$ cat src/include/mem_map.svh
`ifndef MEM_MAP_SVH
`define MEM_MAP_SVH

`define MEM_MAP_CLINT_START     64'h0000_0000_0200_0000
`define MEM_MAP_CLINT_END       64'h0000_0000_0200_ffff

`define MEM_MAP_UART_START      64'h0000_0000_1000_0000
`define MEM_MAP_UART_END        64'h0000_0000_1000_0fff

`define MEM_MAP_SPICTRL_START   64'h0000_0000_1000_1000
`define MEM_MAP_SPICTRL_END     64'h0000_0000_1000_1fff

`define MEM_MAP_SPI_START       64'h0000_0000_3000_0000
`define MEM_MAP_SPI_END         64'h0000_0000_3fff_ffff

`define MEM_MAP_CHIPLINK_START  64'h0000_0000_4000_0000
`define MEM_MAP_CHIPLINK_END    64'h0000_0000_7fff_ffff

`endif

$ cat src/hdl/mem_pkg.sv
`include "mem_map.svh"

package mem_pkg;

    typedef enum logic [2:0] {
        SZ_BYTE   = 3'd0,
        SZ_HALF   = 3'd1,
        SZ_WORD   = 3'd2,
        SZ_DOUBLE = 3'd3
    } access_size_e;

    typedef union packed {
        logic [7:0][7:0]  b;
        logic [3:0][15:0] h;
        logic [1:0][31:0] w;
        logic [63:0]      d;
    } data_lanes_u;

    function automatic logic is_device_addr(input logic [63:0] addr);
        logic hit;
        hit = ((addr >= `MEM_MAP_CLINT_START)    && (addr <= `MEM_MAP_CLINT_END))    |
              ((addr >= `MEM_MAP_UART_START)     && (addr <= `MEM_MAP_UART_END))     |
              ((addr >= `MEM_MAP_SPICTRL_START)  && (addr <= `MEM_MAP_SPICTRL_END))  |
              ((addr >= `MEM_MAP_SPI_START)      && (addr <= `MEM_MAP_SPI_END))      |
              ((addr >= `MEM_MAP_CHIPLINK_START) && (addr <= `MEM_MAP_CHIPLINK_END));
        return hit;
    endfunction

    function automatic logic [7:0] lane_sel(input access_size_e size, input logic [2:0] off);
        logic [7:0] sel;
        case (size)
            SZ_BYTE: sel = 8'b0000_0001 << off;
            SZ_HALF: sel = 8'b0000_0011 << {off[2:1], 1'b0};
            SZ_WORD: sel = 8'b0000_1111 << {off[2], 2'b00};
            default: sel = 8'hff;
        endcase
        return sel;
    endfunction

    function automatic logic [63:0] align_addr(input access_size_e size, input logic [63:0] addr);
        logic [63:0] aligned;
        case (size)
            SZ_BYTE: aligned = addr;
            SZ_HALF: aligned = {addr[63:1], 1'b0};
            SZ_WORD: aligned = {addr[63:2], 2'b00};
            default: aligned = {addr[63:3], 3'b000};
        endcase
        return aligned;
    endfunction

    // store data moved from the low end into its lane.
    function automatic data_lanes_u insert_lanes(input access_size_e size, input logic [2:0] off,
                                                 input logic [63:0] data);
        data_lanes_u lanes;
        lanes.d = '0;
        case (size)
            SZ_BYTE: lanes.b[off]      = data[7:0];
            SZ_HALF: lanes.h[off[2:1]] = data[15:0];
            SZ_WORD: lanes.w[off[2]]   = data[31:0];
            default: lanes.d           = data;
        endcase
        return lanes;
    endfunction

    function automatic logic [63:0] extract_lanes(input access_size_e size, input logic [2:0] off,
                                                  input data_lanes_u lanes);
        logic [63:0] result;
        case (size)
            SZ_BYTE: result = {56'b0, lanes.b[off]};
            SZ_HALF: result = {48'b0, lanes.h[off[2:1]]};
            SZ_WORD: result = {32'b0, lanes.w[off[2]]};
            default: result = lanes.d;
        endcase
        return result;
    endfunction

endpackage

$ cat src/hdl/mem_req_if.sv
`timescale 1ns/1ps

interface mem_req_if;

    logic                  stb;
    logic                  we;
    logic [63:0]           adr;
    mem_pkg::access_size_e size;
    logic [63:0]           wdata;
    logic [63:0]           rdata;
    logic                  ack;  // one cycle pulse.

    modport requester (
        output stb,
        output we,
        output adr,
        output size,
        output wdata,
        input  rdata,
        input  ack
    );

    modport responder (
        input  stb,
        input  we,
        input  adr,
        input  size,
        input  wdata,
        output rdata,
        output ack
    );

endinterface

$ cat src/hdl/uncache_router.sv
`timescale 1ns/1ps

module uncache_router (
    input  logic                  clk,
    input  logic                  arst_n,

    input  logic                  core_cyc,
    input  logic                  core_stb,
    input  logic                  core_we,
    input  logic [63:0]           core_adr,
    input  mem_pkg::access_size_e core_size,
    input  logic [63:0]           core_wdata,
    output logic [63:0]           core_rdata,
    output logic                  core_ack,

    mem_req_if.requester          cache_req,
    mem_req_if.requester          mmio_req
);

    logic active;
    logic device;

    assign active = core_cyc && core_stb;
    assign device = mem_pkg::is_device_addr(core_adr);

    // only one side ever sees the strobe.
    assign cache_req.stb   = active && !device;
    assign mmio_req.stb    = active && device;

    assign cache_req.we    = core_we;
    assign cache_req.adr   = core_adr;
    assign cache_req.size  = core_size;
    assign cache_req.wdata = core_wdata;

    assign mmio_req.we     = core_we;
    assign mmio_req.adr    = core_adr;
    assign mmio_req.size   = core_size;
    assign mmio_req.wdata  = core_wdata;

    // address is held until ack, so the select is stable.
    assign core_ack   = device ? mmio_req.ack   : cache_req.ack;
    assign core_rdata = device ? mmio_req.rdata : cache_req.rdata;

    // a side never answers a request the core did not make.
    a_ack_needs_stb: assert property (
        @(posedge clk) disable iff (!arst_n)
        core_ack |-> core_stb
    );

    // one request in flight, so one reply at a time.
    a_one_side: assert property (
        @(posedge clk) disable iff (!arst_n)
        !(cache_req.ack && mmio_req.ack)
    );

endmodule

$ cat src/flat_wrapper.sv
// flat-port wrapper written by rule: the top's interface ports become plain ports
module uncache_router_flat 
  (clk, arst_n, core_cyc, core_stb, core_we, core_adr, core_size, core_wdata, core_rdata, core_ack, cache_req_stb, cache_req_we, cache_req_adr, cache_req_size, cache_req_wdata, cache_req_rdata, cache_req_ack, mmio_req_stb, mmio_req_we, mmio_req_adr, mmio_req_size, mmio_req_wdata, mmio_req_rdata, mmio_req_ack);
  mem_req_if cache_req_i ();
  mem_req_if mmio_req_i ();
  input  logic clk;
  input  logic arst_n;
  input  logic core_cyc;
  input  logic core_stb;
  input  logic core_we;
  input  logic [63:0] core_adr;
  input  mem_pkg::access_size_e core_size;
  input  logic [63:0] core_wdata;
  output logic [63:0] core_rdata;
  output logic core_ack;
  output wire logic [$bits(cache_req_i.stb)-1:0] cache_req_stb;
  output wire logic [$bits(cache_req_i.we)-1:0] cache_req_we;
  output wire logic [$bits(cache_req_i.adr)-1:0] cache_req_adr;
  output wire logic [$bits(cache_req_i.size)-1:0] cache_req_size;
  output wire logic [$bits(cache_req_i.wdata)-1:0] cache_req_wdata;
  input wire logic [$bits(cache_req_i.rdata)-1:0] cache_req_rdata;
  input wire logic [$bits(cache_req_i.ack)-1:0] cache_req_ack;
  output wire logic [$bits(mmio_req_i.stb)-1:0] mmio_req_stb;
  output wire logic [$bits(mmio_req_i.we)-1:0] mmio_req_we;
  output wire logic [$bits(mmio_req_i.adr)-1:0] mmio_req_adr;
  output wire logic [$bits(mmio_req_i.size)-1:0] mmio_req_size;
  output wire logic [$bits(mmio_req_i.wdata)-1:0] mmio_req_wdata;
  input wire logic [$bits(mmio_req_i.rdata)-1:0] mmio_req_rdata;
  input wire logic [$bits(mmio_req_i.ack)-1:0] mmio_req_ack;
  assign cache_req_stb = cache_req_i.stb;
  assign cache_req_we = cache_req_i.we;
  assign cache_req_adr = cache_req_i.adr;
  assign cache_req_size = cache_req_i.size;
  assign cache_req_wdata = cache_req_i.wdata;
  assign cache_req_i.rdata = cache_req_rdata;
  assign cache_req_i.ack = cache_req_ack;
  assign mmio_req_stb = mmio_req_i.stb;
  assign mmio_req_we = mmio_req_i.we;
  assign mmio_req_adr = mmio_req_i.adr;
  assign mmio_req_size = mmio_req_i.size;
  assign mmio_req_wdata = mmio_req_i.wdata;
  assign mmio_req_i.rdata = mmio_req_rdata;
  assign mmio_req_i.ack = mmio_req_ack;
  uncache_router u_core (.clk(clk), .arst_n(arst_n), .core_cyc(core_cyc), .core_stb(core_stb), .core_we(core_we), .core_adr(core_adr), .core_size(core_size), .core_wdata(core_wdata), .core_rdata(core_rdata), .core_ack(core_ack), .cache_req(cache_req_i), .mmio_req(mmio_req_i));
endmodule
$ cat config.mk
export PLATFORM = sky130hd
export DESIGN_NAME = uncache_router_flat
export DESIGN_NICKNAME = d
export VERILOG_FILES = /design/src/hdl/mem_pkg.sv /design/src/hdl/mem_req_if.sv /design/src/hdl/uncache_router.sv /design/src/flat_wrapper.sv
export VERILOG_INCLUDE_DIRS = /design/src /design/src/include
export SDC_FILE = /design/constraint.sdc
export NUM_CORES = 1
export LEC_CHECK = 0
export ABC_CLOCK_PERIOD_IN_PS = 4470
export BUFFER_PORTS_ARGS = -buffer_cell sky130_fd_sc_hd__buf_4
export CAP_MARGIN = 0
export CORE_AREA = 2 2 232 234
export DETAILED_ROUTE_END_ITERATION = 6
export DIE_AREA = 0 0 234 236
export PLACE_DENSITY_LB_ADDON = 0.1
export SYNTH_ARGS = -nofsm -noshare
export SYNTH_HDL_FRONTEND = slang
export SYNTH_SLANG_ARGS = --single-unit
$ cat constraint.sdc
create_clock -name vclk -period 4.47
set_clock_uncertainty 0.15 [all_clocks]
set_input_delay 0.2235 -clock vclk [all_inputs]
set_output_delay 0.2235 -clock vclk [all_outputs]
set_load 0.1 [all_outputs]
==> flow_metrics.py <==
metrics = {
    "layout": {
        "final_area_um2": 4560,
        "nets": 710,
        "seq_cell_count": 0,
        "drive_above_1_share_pct": 94.8,
        "utilization_pct": 8.59,
        "seqCellArea_um2": 0,
        "area_delta_synth_final_pct": 48.7,
        "n_clock_buffer": 0,
        "antennaDiodeCount": 0,
    },
    "worst_setup_path": {
        "crit_fanout": 37,
        "cp.arrival_ps": 2640,
        "worst-setup-path-type": "input port to output port",
        "required_ps": 4100,
        "start_kind": "input port",
        "endpoint_kind": "output port",
    },
    "die": {
        "die_h_um": 236,
        "placementRows": 85,
        "dieArea_um2": 55200,
        "die_x_um": 234,
        "start_util_pct": 5.78,
        "num_io_pins": 597,
        "core_area_um2": 53100,
    },
    "run_status": {
        "status": "finished, final reports clean",
    },
    "drt": {
        "dr.pass1.iters": 4,
        "via_per_inst": 2.14,
        "drtIter0Drc": 14,
        "wirelength_um": 12900,
        "vias": 2431,
        "drtAntennaViolNets": 0,
        "drc": 0,
        "wl_per_cell_um": 11.3,
    },
    "power": {
        "peakVddDrop_mv": 0.0739,
        "p_switching_uw": 674,
        "netSwitchingFraction_pct": 74.3,
        "power_frac_clock_pct": 0,
        "leakagePower_uw": 0.00223,
        "powerDensity_nw_per_um2": 199,
        "power.share.combinational_pct": 100.0,
        "seq_power_share_pct": 0,
        "p_int_uw": 233,
    },
    "grt": {
        "grt_pass1_vias": 2715,
        "grt_max_degree": 38,
        "antenna_found_initial": 0,
        "grtUsageTotal_pct": 4.06,
        "grt_pass1_wl_um": 17000,
        "overflow": 0,
    },
    "place": {
        "port_buffers": 352,
        "dp_hpwl_um": 11700,
        "dpl-instance-area_um2": 4560,
        "gp_congestion": 0.677,
    },
    "min_path": {
        "hp-start": "core_wdata[60]",
        "holdPathEnd": "cache_req_wdata[60]",
        "holdPathStages": 0,
        "hold_class": "input port to output port",
    },
    "clock_network": {
        "holdBufCountCts": 0,
        "cts_setup_buffers": 0,
        "cts_resized": 0,
    },
    "sta": {
        "min_period_ps": 3020,
        "holdWs_ps": 297,
        "report.final.slew_viol_count": 0,
        "tightest_slew_ps": 678,
        "report.final.hold_viol_count": 0,
        "final-setup-viol-count": 0,
        "max-slew-margin-rel_pct": 54.8,
        "final.setup.tns_ps": 0,
        "rsz0062_at_grt": "no",
        "finalCritPeriodShare_pct": 67.5,
        "clock.fmax_mhz": 331,
    },
    "synth": {
        "syn_avg_cell_area_um2": 8.52,
        "synth_area_um2": 3070,
        "synth.net_count": 626,
        "synthTopCellsByArea": "buf_4 65%, mux2_4 19%, mux2_2 9.6%",
        "syn_inst": 360,
        "yosysTopAreaCell": "buf_4",
        "yosysTopAreaCellShare_pct": 64.7,
        "seq_area_frac_synth_pct": 0,
        "synth_cell_types": 12,
        "yosysWarnings": 0,
    },
    "run": {
        "maxCapViolCount": 0,
    },
}
critical path, stage by stage:
cell and delay (ps):
buf_4 120, nor4_1 340, nand4_1 230, nor2_1 340, nand2_4 420, buf_12 370
mux2_4 340, buf_4 240
synthesized netlist by cell type:
cell,n
nand2_1,2
mux2i_1,1
a21oi_1,2
buf_6,5
buf_4,264
nor4_1,12
mux2_4,39
o22ai_1,1
nor2_1,3
buf_2,2
mux2_2,26
nand4_1,3
power groups by stage:
stage,clock [µW],combinational (µW),sequential (µW)
floorplan,0,1390,0
global placement,0,920,0
detailed placement,0,915,0
CTS,0,916,0
global route,0,932,0
finish,0,907,0
final cells by class:
type,instances,area [µm²]
Fill cell,6202,48500
Timing Repair Buffer,353,2660
Multi-Input combinational cell,89,1020
Tap cell,696,871
stage by stage:
stage          std cells  worst slack, ps  total power [µW]
2_1_floorplan        360             1640              1390
4_1_cts             1138             1230               916
3_3_place_gp        1138             1250               920
3_5_place_dp        1138             1230               915
5_1_grt             1138             1130               932
6_report            1138             1450               907
cell usage in the layout (no fill, tap or decap):
cell type | synthesis | final
a21oi_1 | 2 | 2
nand2_1 | 2 | 1
buf_4 | 264 | 352
nand2_4 | 0 | 1
buf_12 | 0 | 1
mux2_2 | 26 | 26
mux2_4 | 39 | 39
o22ai_1 | 1 | 1
mux2i_1 | 1 | 1
nor4_1 | 12 | 12
nand4_1 | 3 | 3
nor2_1 | 3 | 3
logic make-up (layout without fill, tap and decap cells):
| family | count (synthesis) | count (layout) | synth area share (%) |
|---|---|---|---|
| AO/OA/AOI/OAI | 3 | 3 | 0.531 |
| buffers and inverters | 271 | 353 | 66.8 |
| multiplexers | 66 | 66 | 29.0 |
| AND/OR/NAND/NOR | 20 | 20 | 3.67 |
how the worst max path moves through the flow:
stage                 start             end
3_3_place_gp   core_adr[34]  core_rdata[51]
5_1_grt        core_adr[34]  core_rdata[57]
3_5_place_dp   core_adr[34]  core_rdata[51]
2_1_floorplan  core_adr[20]    mmio_req_stb
6_report       core_adr[34]  core_rdata[51]
4_1_cts        core_adr[34]  core_rdata[51]
layer usage:
metal  GRT usage (%)  up-vias  part of all wire [%]
met5           0.357        -                     0
met4           0.403        0                  0.84
met3            1.91       15                    14
met2            8.62      290                    57
met1            3.34     1041                    28
li1                -     1085                     -
(Power assumes the default switching activity.)
