**config.mk**
```make
export PLATFORM = sky130hd
export DESIGN_NAME = mmio_bridge_flat
export DESIGN_NICKNAME = d
export VERILOG_FILES = /design/src/hdl/mem_pkg.sv /design/src/hdl/mem_req_if.sv /design/src/hdl/mmio_bridge.sv /design/src/flat_wrapper.sv
export VERILOG_INCLUDE_DIRS = /design/src /design/src/include
export SDC_FILE = /design/constraint.sdc
export NUM_CORES = 1
export LEC_CHECK = 0
export BUFFER_PORTS_ARGS = -buffer_cell sky130_fd_sc_hd__clkbuf_2
export CAP_MARGIN = 20
export CORE_AREA = 2 2 155 157
export CTS_CLUSTER_DIAMETER = 60
export DETAILED_ROUTE_END_ITERATION = 6
export DIE_AREA = 0 0 157 159
export GPL_ROUTABILITY_DRIVEN = 0
export PLACE_DENSITY = 0.68
export SYNTH_ARGS = -nofsm -noshare
export SYNTH_HDL_FRONTEND = slang
export SYNTH_SLANG_ARGS = --single-unit
```
**constraint.sdc**
```tcl
create_clock -name clk -period 16.1 [get_ports clk]
set_input_delay 1.61 -clock clk [delete_from_list [all_inputs] [get_ports clk]]
set_output_delay 1.61 -clock clk [all_outputs]
set_load 0.05 [all_outputs]
```
**src/include/mem_map.svh**
```systemverilog
`ifndef MEM_MAP_SVH
`define MEM_MAP_SVH

`define MEM_MAP_CLINT_START     64'h0000_0000_0200_0000
`define MEM_MAP_CLINT_END       64'h0000_0000_0200_ffff

`define MEM_MAP_UART_START      64'h0000_0000_1000_0000
`define MEM_MAP_UART_END        64'h0000_0000_1000_0fff

`define MEM_MAP_SPICTRL_START   64'h0000_0000_1000_1000
`define MEM_MAP_SPICTRL_END     64'h0000_0000_1000_1fff

`define MEM_MAP_SPI_START       64'h0000_0000_3000_0000
`define MEM_MAP_SPI_END         64'h0000_0000_3fff_ffff

`define MEM_MAP_CHIPLINK_START  64'h0000_0000_4000_0000
`define MEM_MAP_CHIPLINK_END    64'h0000_0000_7fff_ffff

`endif

```
**src/hdl/mem_pkg.sv**
```systemverilog
`include "mem_map.svh"

package mem_pkg;

    typedef enum logic [2:0] {
        SZ_BYTE   = 3'd0,
        SZ_HALF   = 3'd1,
        SZ_WORD   = 3'd2,
        SZ_DOUBLE = 3'd3
    } access_size_e;

    typedef union packed {
        logic [7:0][7:0]  b;
        logic [3:0][15:0] h;
        logic [1:0][31:0] w;
        logic [63:0]      d;
    } data_lanes_u;

    function automatic logic is_device_addr(input logic [63:0] addr);
        logic hit;
        hit = ((addr >= `MEM_MAP_CLINT_START)    && (addr <= `MEM_MAP_CLINT_END))    |
              ((addr >= `MEM_MAP_UART_START)     && (addr <= `MEM_MAP_UART_END))     |
              ((addr >= `MEM_MAP_SPICTRL_START)  && (addr <= `MEM_MAP_SPICTRL_END))  |
              ((addr >= `MEM_MAP_SPI_START)      && (addr <= `MEM_MAP_SPI_END))      |
              ((addr >= `MEM_MAP_CHIPLINK_START) && (addr <= `MEM_MAP_CHIPLINK_END));
        return hit;
    endfunction

    function automatic logic [7:0] lane_sel(input access_size_e size, input logic [2:0] off);
        logic [7:0] sel;
        case (size)
            SZ_BYTE: sel = 8'b0000_0001 << off;
            SZ_HALF: sel = 8'b0000_0011 << {off[2:1], 1'b0};
            SZ_WORD: sel = 8'b0000_1111 << {off[2], 2'b00};
            default: sel = 8'hff;
        endcase
        return sel;
    endfunction

    function automatic logic [63:0] align_addr(input access_size_e size, input logic [63:0] addr);
        logic [63:0] aligned;
        case (size)
            SZ_BYTE: aligned = addr;
            SZ_HALF: aligned = {addr[63:1], 1'b0};
            SZ_WORD: aligned = {addr[63:2], 2'b00};
            default: aligned = {addr[63:3], 3'b000};
        endcase
        return aligned;
    endfunction

    // store data moved from the low end into its lane.
    function automatic data_lanes_u insert_lanes(input access_size_e size, input logic [2:0] off,
                                                 input logic [63:0] data);
        data_lanes_u lanes;
        lanes.d = '0;
        case (size)
            SZ_BYTE: lanes.b[off]      = data[7:0];
            SZ_HALF: lanes.h[off[2:1]] = data[15:0];
            SZ_WORD: lanes.w[off[2]]   = data[31:0];
            default: lanes.d           = data;
        endcase
        return lanes;
    endfunction

    function automatic logic [63:0] extract_lanes(input access_size_e size, input logic [2:0] off,
                                                  input data_lanes_u lanes);
        logic [63:0] result;
        case (size)
            SZ_BYTE: result = {56'b0, lanes.b[off]};
            SZ_HALF: result = {48'b0, lanes.h[off[2:1]]};
            SZ_WORD: result = {32'b0, lanes.w[off[2]]};
            default: result = lanes.d;
        endcase
        return result;
    endfunction

endpackage

```
**src/hdl/mem_req_if.sv**
```systemverilog
`timescale 1ns/1ps

interface mem_req_if;

    logic                  stb;
    logic                  we;
    logic [63:0]           adr;
    mem_pkg::access_size_e size;
    logic [63:0]           wdata;
    logic [63:0]           rdata;
    logic                  ack;  // one cycle pulse.

    modport requester (
        output stb,
        output we,
        output adr,
        output size,
        output wdata,
        input  rdata,
        input  ack
    );

    modport responder (
        input  stb,
        input  we,
        input  adr,
        input  size,
        input  wdata,
        output rdata,
        output ack
    );

endinterface

```
**src/hdl/mmio_bridge.sv**
```systemverilog
`timescale 1ns/1ps

module mmio_bridge (
    input  logic          clk,
    input  logic          arst_n,
    mem_req_if.responder  req,

    output logic          pb_cyc,
    output logic          pb_stb,
    output logic          pb_we,
    output logic [63:0]   pb_adr,
    output logic [7:0]    pb_sel,
    output logic [63:0]   pb_wdata,
    input  logic [63:0]   pb_rdata,
    input  logic          pb_ack
);

    logic                  bus_q;
    logic                  ack_q;
    logic [63:0]           rdata_q;
    mem_pkg::access_size_e size_q;
    logic [2:0]            off_q;
    logic [63:0]           addr;
    logic                  accept;
    mem_pkg::data_lanes_u  wlanes;

    assign addr   = mem_pkg::align_addr(req.size, req.adr);
    assign wlanes = mem_pkg::insert_lanes(req.size, addr[2:0], req.wdata);
    assign accept = !bus_q && req.stb && !ack_q;

    always_ff @(posedge clk or negedge arst_n) begin
        if (!arst_n) begin
            bus_q <= 1'b0;
            ack_q <= 1'b0;
        end else begin
            ack_q <= 1'b0;
            if (accept) begin
                bus_q <= 1'b1;
            end else if (bus_q && pb_ack) begin
                bus_q <= 1'b0;
                ack_q <= 1'b1;                          // core sees ack one cycle later.
            end
        end
    end

    // request fields latched once, held through any stall.
    always_ff @(posedge clk) begin
        if (accept) begin
            pb_adr   <= {addr[63:3], 3'b000};
            pb_sel   <= mem_pkg::lane_sel(req.size, addr[2:0]);
            pb_we    <= req.we;
            pb_wdata <= wlanes.d;
            size_q   <= req.size;
            off_q    <= addr[2:0];
        end
        if (bus_q && pb_ack) begin
            rdata_q <= pb_we ? 64'b0 : mem_pkg::extract_lanes(size_q, off_q, pb_rdata);
        end
    end

    assign pb_cyc    = bus_q;
    assign pb_stb    = bus_q;
    assign req.ack   = ack_q;
    assign req.rdata = rdata_q;

    a_pb_hold: assert property (
        @(posedge clk) disable iff (!arst_n)
        (pb_stb && !pb_ack) |=> (pb_stb && $stable({pb_adr, pb_sel, pb_we}))
    );

endmodule

```
**src/flat_wrapper.sv**
```systemverilog
// flat-port wrapper written by rule: the top's interface ports become plain ports
module mmio_bridge_flat 
  (clk, arst_n, pb_cyc, pb_stb, pb_we, pb_adr, pb_sel, pb_wdata, pb_rdata, pb_ack, req_stb, req_we, req_adr, req_size, req_wdata, req_rdata, req_ack);
  mem_req_if req_i ();
  input  logic clk;
  input  logic arst_n;
  output logic pb_cyc;
  output logic pb_stb;
  output logic pb_we;
  output logic [63:0] pb_adr;
  output logic [7:0] pb_sel;
  output logic [63:0] pb_wdata;
  input  logic [63:0] pb_rdata;
  input  logic pb_ack;
  input wire logic [$bits(req_i.stb)-1:0] req_stb;
  input wire logic [$bits(req_i.we)-1:0] req_we;
  input wire logic [$bits(req_i.adr)-1:0] req_adr;
  input wire logic [$bits(req_i.size)-1:0] req_size;
  input wire logic [$bits(req_i.wdata)-1:0] req_wdata;
  output wire logic [$bits(req_i.rdata)-1:0] req_rdata;
  output wire logic [$bits(req_i.ack)-1:0] req_ack;
  assign req_i.stb = req_stb;
  assign req_i.we = req_we;
  assign req_i.adr = req_adr;
  assign req_i.size = req_size;
  assign req_i.wdata = req_wdata;
  assign req_rdata = req_i.rdata;
  assign req_ack = req_i.ack;
  mmio_bridge u_core (.clk(clk), .arst_n(arst_n), .req(req_i), .pb_cyc(pb_cyc), .pb_stb(pb_stb), .pb_we(pb_we), .pb_adr(pb_adr), .pb_sel(pb_sel), .pb_wdata(pb_wdata), .pb_rdata(pb_rdata), .pb_ack(pb_ack));
endmodule
```
==> flow_summary.json <==
{
  "design_area_sq_um": 11870,
  "yosys.area.top_type": "edfxtp_1",
  "finalNonFillerCells": 1314,
  "cts-root-buf": "clkbuf_16",
  "slew_violations": 0,
  "synthArstFlopShare_pct": 0.9709,
  "wirelength_um": 28100,
  "setup_violations": 0,
  "placed_area_sq_um": 11200,
  "max-cap-violations": 0,
  "critical-path-slowest-cell": "buf_4",
  "min_from": "u_core.pb_cyc",
  "initial_core_util_pct": 38.91,
  "nets": 1178,
  "skew_ps": 12.04,
  "crit_type": "input port to register",
  "drive_gt1_share_pct": 47.44,
  "cts_max_level": 1,
  "grt_overflow": 0,
  "synth_warnings": 0,
  "die_area_sq_um": 24960,
  "synthTopCellsByCount": "edfxtp_1, and2_1, a222oi_1",
  "path_cells": "clkbuf_2 > nor3b_2 > buf_4 > buf_4",
  "combPwrFrac_pct": 24.0,
  "syn_area_per_cell_sq_um": 15.02,
  "grt_max_degree": 85,
  "path_buf_inv": 3,
  "power_mw": 1.521,
  "cts_buffers": 23,
  "io_pins": 404,
  "slowest_delay_ps": 910,
  "grt_pass1_vias": 7011,
  "grt_pass1_wl_um": 41130,
  "hold_path.class": "register to register",
  "r2r_start": "u_core.off_q[1]",
  "hold_viol": 0,
  "crit_path_max_fanout": 84,
  "cp_data_required_time_ps": 16220,
  "synthDistinctLibCells": 49,
  "critPathLaunchType": "input port",
  "rsz0062_at_grt": "false",
  "yosysSeqAreaShare_pct": 68.43,
  "io_buffers": 400,
  "placed_cells": 1272,
  "whs_endpoint": "u_core.pb_cyc",
  "via_count": 6945,
  "post_cts_buffers": 0,
  "arrival_ps": 3430,
  "antenna_cells": 0,
  "p_leak_nw": 5.001,
  "syn_area_sq_um": 9025,
  "synth_seq_cells": 206,
  "internal-power_mw": 1.019,
  "fin_crit_ps": 3303,
  "power.density_nw_per_um2": 128.1,
  "rr_endpoint": "u_core.req.rdata[13]",
  "seq_power_share_pct": 44.8,
  "clk_transition_reported_paths_ps": 50,
  "worst_pin_slew_ps": 1079,
  "synth.most_common_cell": "edfxtp_1",
  "drc": 2,
  "grtUsageTotal_pct": 21.54,
  "yosys-top-cells-area": "edfxtp_1, mux4_2, a222oi_1, and2_1, a22o_1",
  "vdd_drop_max_uv": 105.7,
  "path_common_cell": "buf_4",
  "max_freq_mhz": 302.7,
  "rows": 56,
  "die_w_um": 157,
  "final_antenna_net_count": 0,
  "cts_resized": 0,
  "initialDrtViolationCount": 508,
  "synthFlopType": "edfxtp_1",
  "fin_crit_sh_pct": 20.52,
  "clock_power_share_pct": 31.2,
  "yosys.area.top_type_share_pct": 67.88,
  "min_path_cells": 1,
  "endpoint_kind": "register",
  "relSlewSlack_pct": 28.07,
  "grt_antenna_before_repair": 0,
  "rr_worst_depth": 4,
  "status": "finished, violations left",
  "violations": "DRC",
  "avgViaCountPerCell": 5.285,
  "setup-tns-final_ps": 0,
  "swShare_pct": 33.05,
  "r2r_slack_ps": 13440,
  "wl_per_cell_um": 21.38,
  "dr.pass1.iters": 7,
  "syn2layout_area_growth_pct": 31.57,
  "cts_tree": "built",
  "p_sw_mw": 0.5028,
  "cts_hold_buf": 0,
  "place_hpwl_um": 20760,
  "dieHeight_um": 159,
  "clock-sinks": 206,
  "clk-insertion-delay-late_ps": 510,
  "syn_inst": 601,
  "core_sq_um": 23190,
  "cpLargestDelayFamily": "buffers and inverters",
  "synth_edf_count": 204,
  "clockBufferDepth": 3
}
routing by layer:
layer  global-route usage [%]  vias up  wire (um)
met5                        0        -          0
met4                    6.964        0        813
met3                    7.431       52       3324
li1                         -     3124          -
met2                    37.48      439      14050
met1                    24.74     3330       9910
worst max path at each step:
stage	depth (start not counted)	start	slack, ps	to
after floorplan	1	req_stb	3590	u_core.off_q[0]
after global placement	4	req_stb	12290	u_core.pb_adr[25]
after detailed placement	4	req_stb	12280	u_core.pb_adr[9]
after CTS	4	req_stb	12830	u_core.pb_wdata[23]
after global routing	4	req_stb	12660	u_core.pb_wdata[22]
final	4	req_stb	12800	u_core.pb_wdata[22]
metrics by stage:
stage	setup slack (ps)	util, %	hold WS, ps
floorplan	3592	-	844.2
detailed placement	12280	48.28	599.0
finish	12800	51.20	611.6
global placement	12290	48.28	569.9
global route	12660	51.20	641.5
CTS	12830	51.20	612.2
cell families after synthesis:
family          share of synthesized area, %
flops                                  68.43
buf+inv                                4.423
mux                                    6.433
simple gates                           8.804
other cells                          0.04155
compound gates                         11.87
layout by cell type (no fill, tap or decap), types with 4 or more instances in the layout:
cell type	synthesis	final
clkbuf_2	4	400
edfxtp_1	204	204
and2_1	40	39
a222oi_1	30	30
nor2_1	28	28
inv_1	27	27
a22oi_1	25	25
a22o_1	24	24
clkbuf_16	0	23
a21oi_1	19	19
mux4_2	16	16
nand2_1	15	15
nor2b_1	15	15
nand3_1	15	15
mux2_2	10	10
nand2b_1	9	9
clkbuf_1	16	9
a21o_1	7	7
buf_4	12	7
mux2_1	6	6
a221oi_1	5	5
a31oi_1	5	5
a221o_1	4	4
mux2i_1	4	4
o32ai_1	4	4
state kept, by name, indices dropped and copies added (netlist names):
name              flops
u_core.pb_wdata      64
u_core.req.rdata     64
u_core.pb_adr        61
u_core.pb_sel         8
u_core.off_q          3
u_core.size_q         3
u_core.pb_cyc         1
u_core.pb_we          1
u_core.req.ack        1
final cells by class:
type	instances	area [sq um]
multi-input cells	312	2464
well taps	319	399.1
inverters	28	105.1
clock inverters	9	52.55
repair buffers	407	2054
clock buffers	33	623.1
fillers	2052	11320
flip-flops and latches	206	6176
power by group through the flow:
stage / combinational (mW) / clock, mW / sequential (mW)
floorplan: 0.0996 / 0 / 0.870
global placement: 0.363 / 0 / 0.692
detailed placement: 0.366 / 0 / 0.693
CTS: 0.366 / 0.489 / 0.683
global route: 0.383 / 0.506 / 0.687
finish: 0.365 / 0.475 / 0.682
No activity file was read; power rests on OpenSTA's default activity.
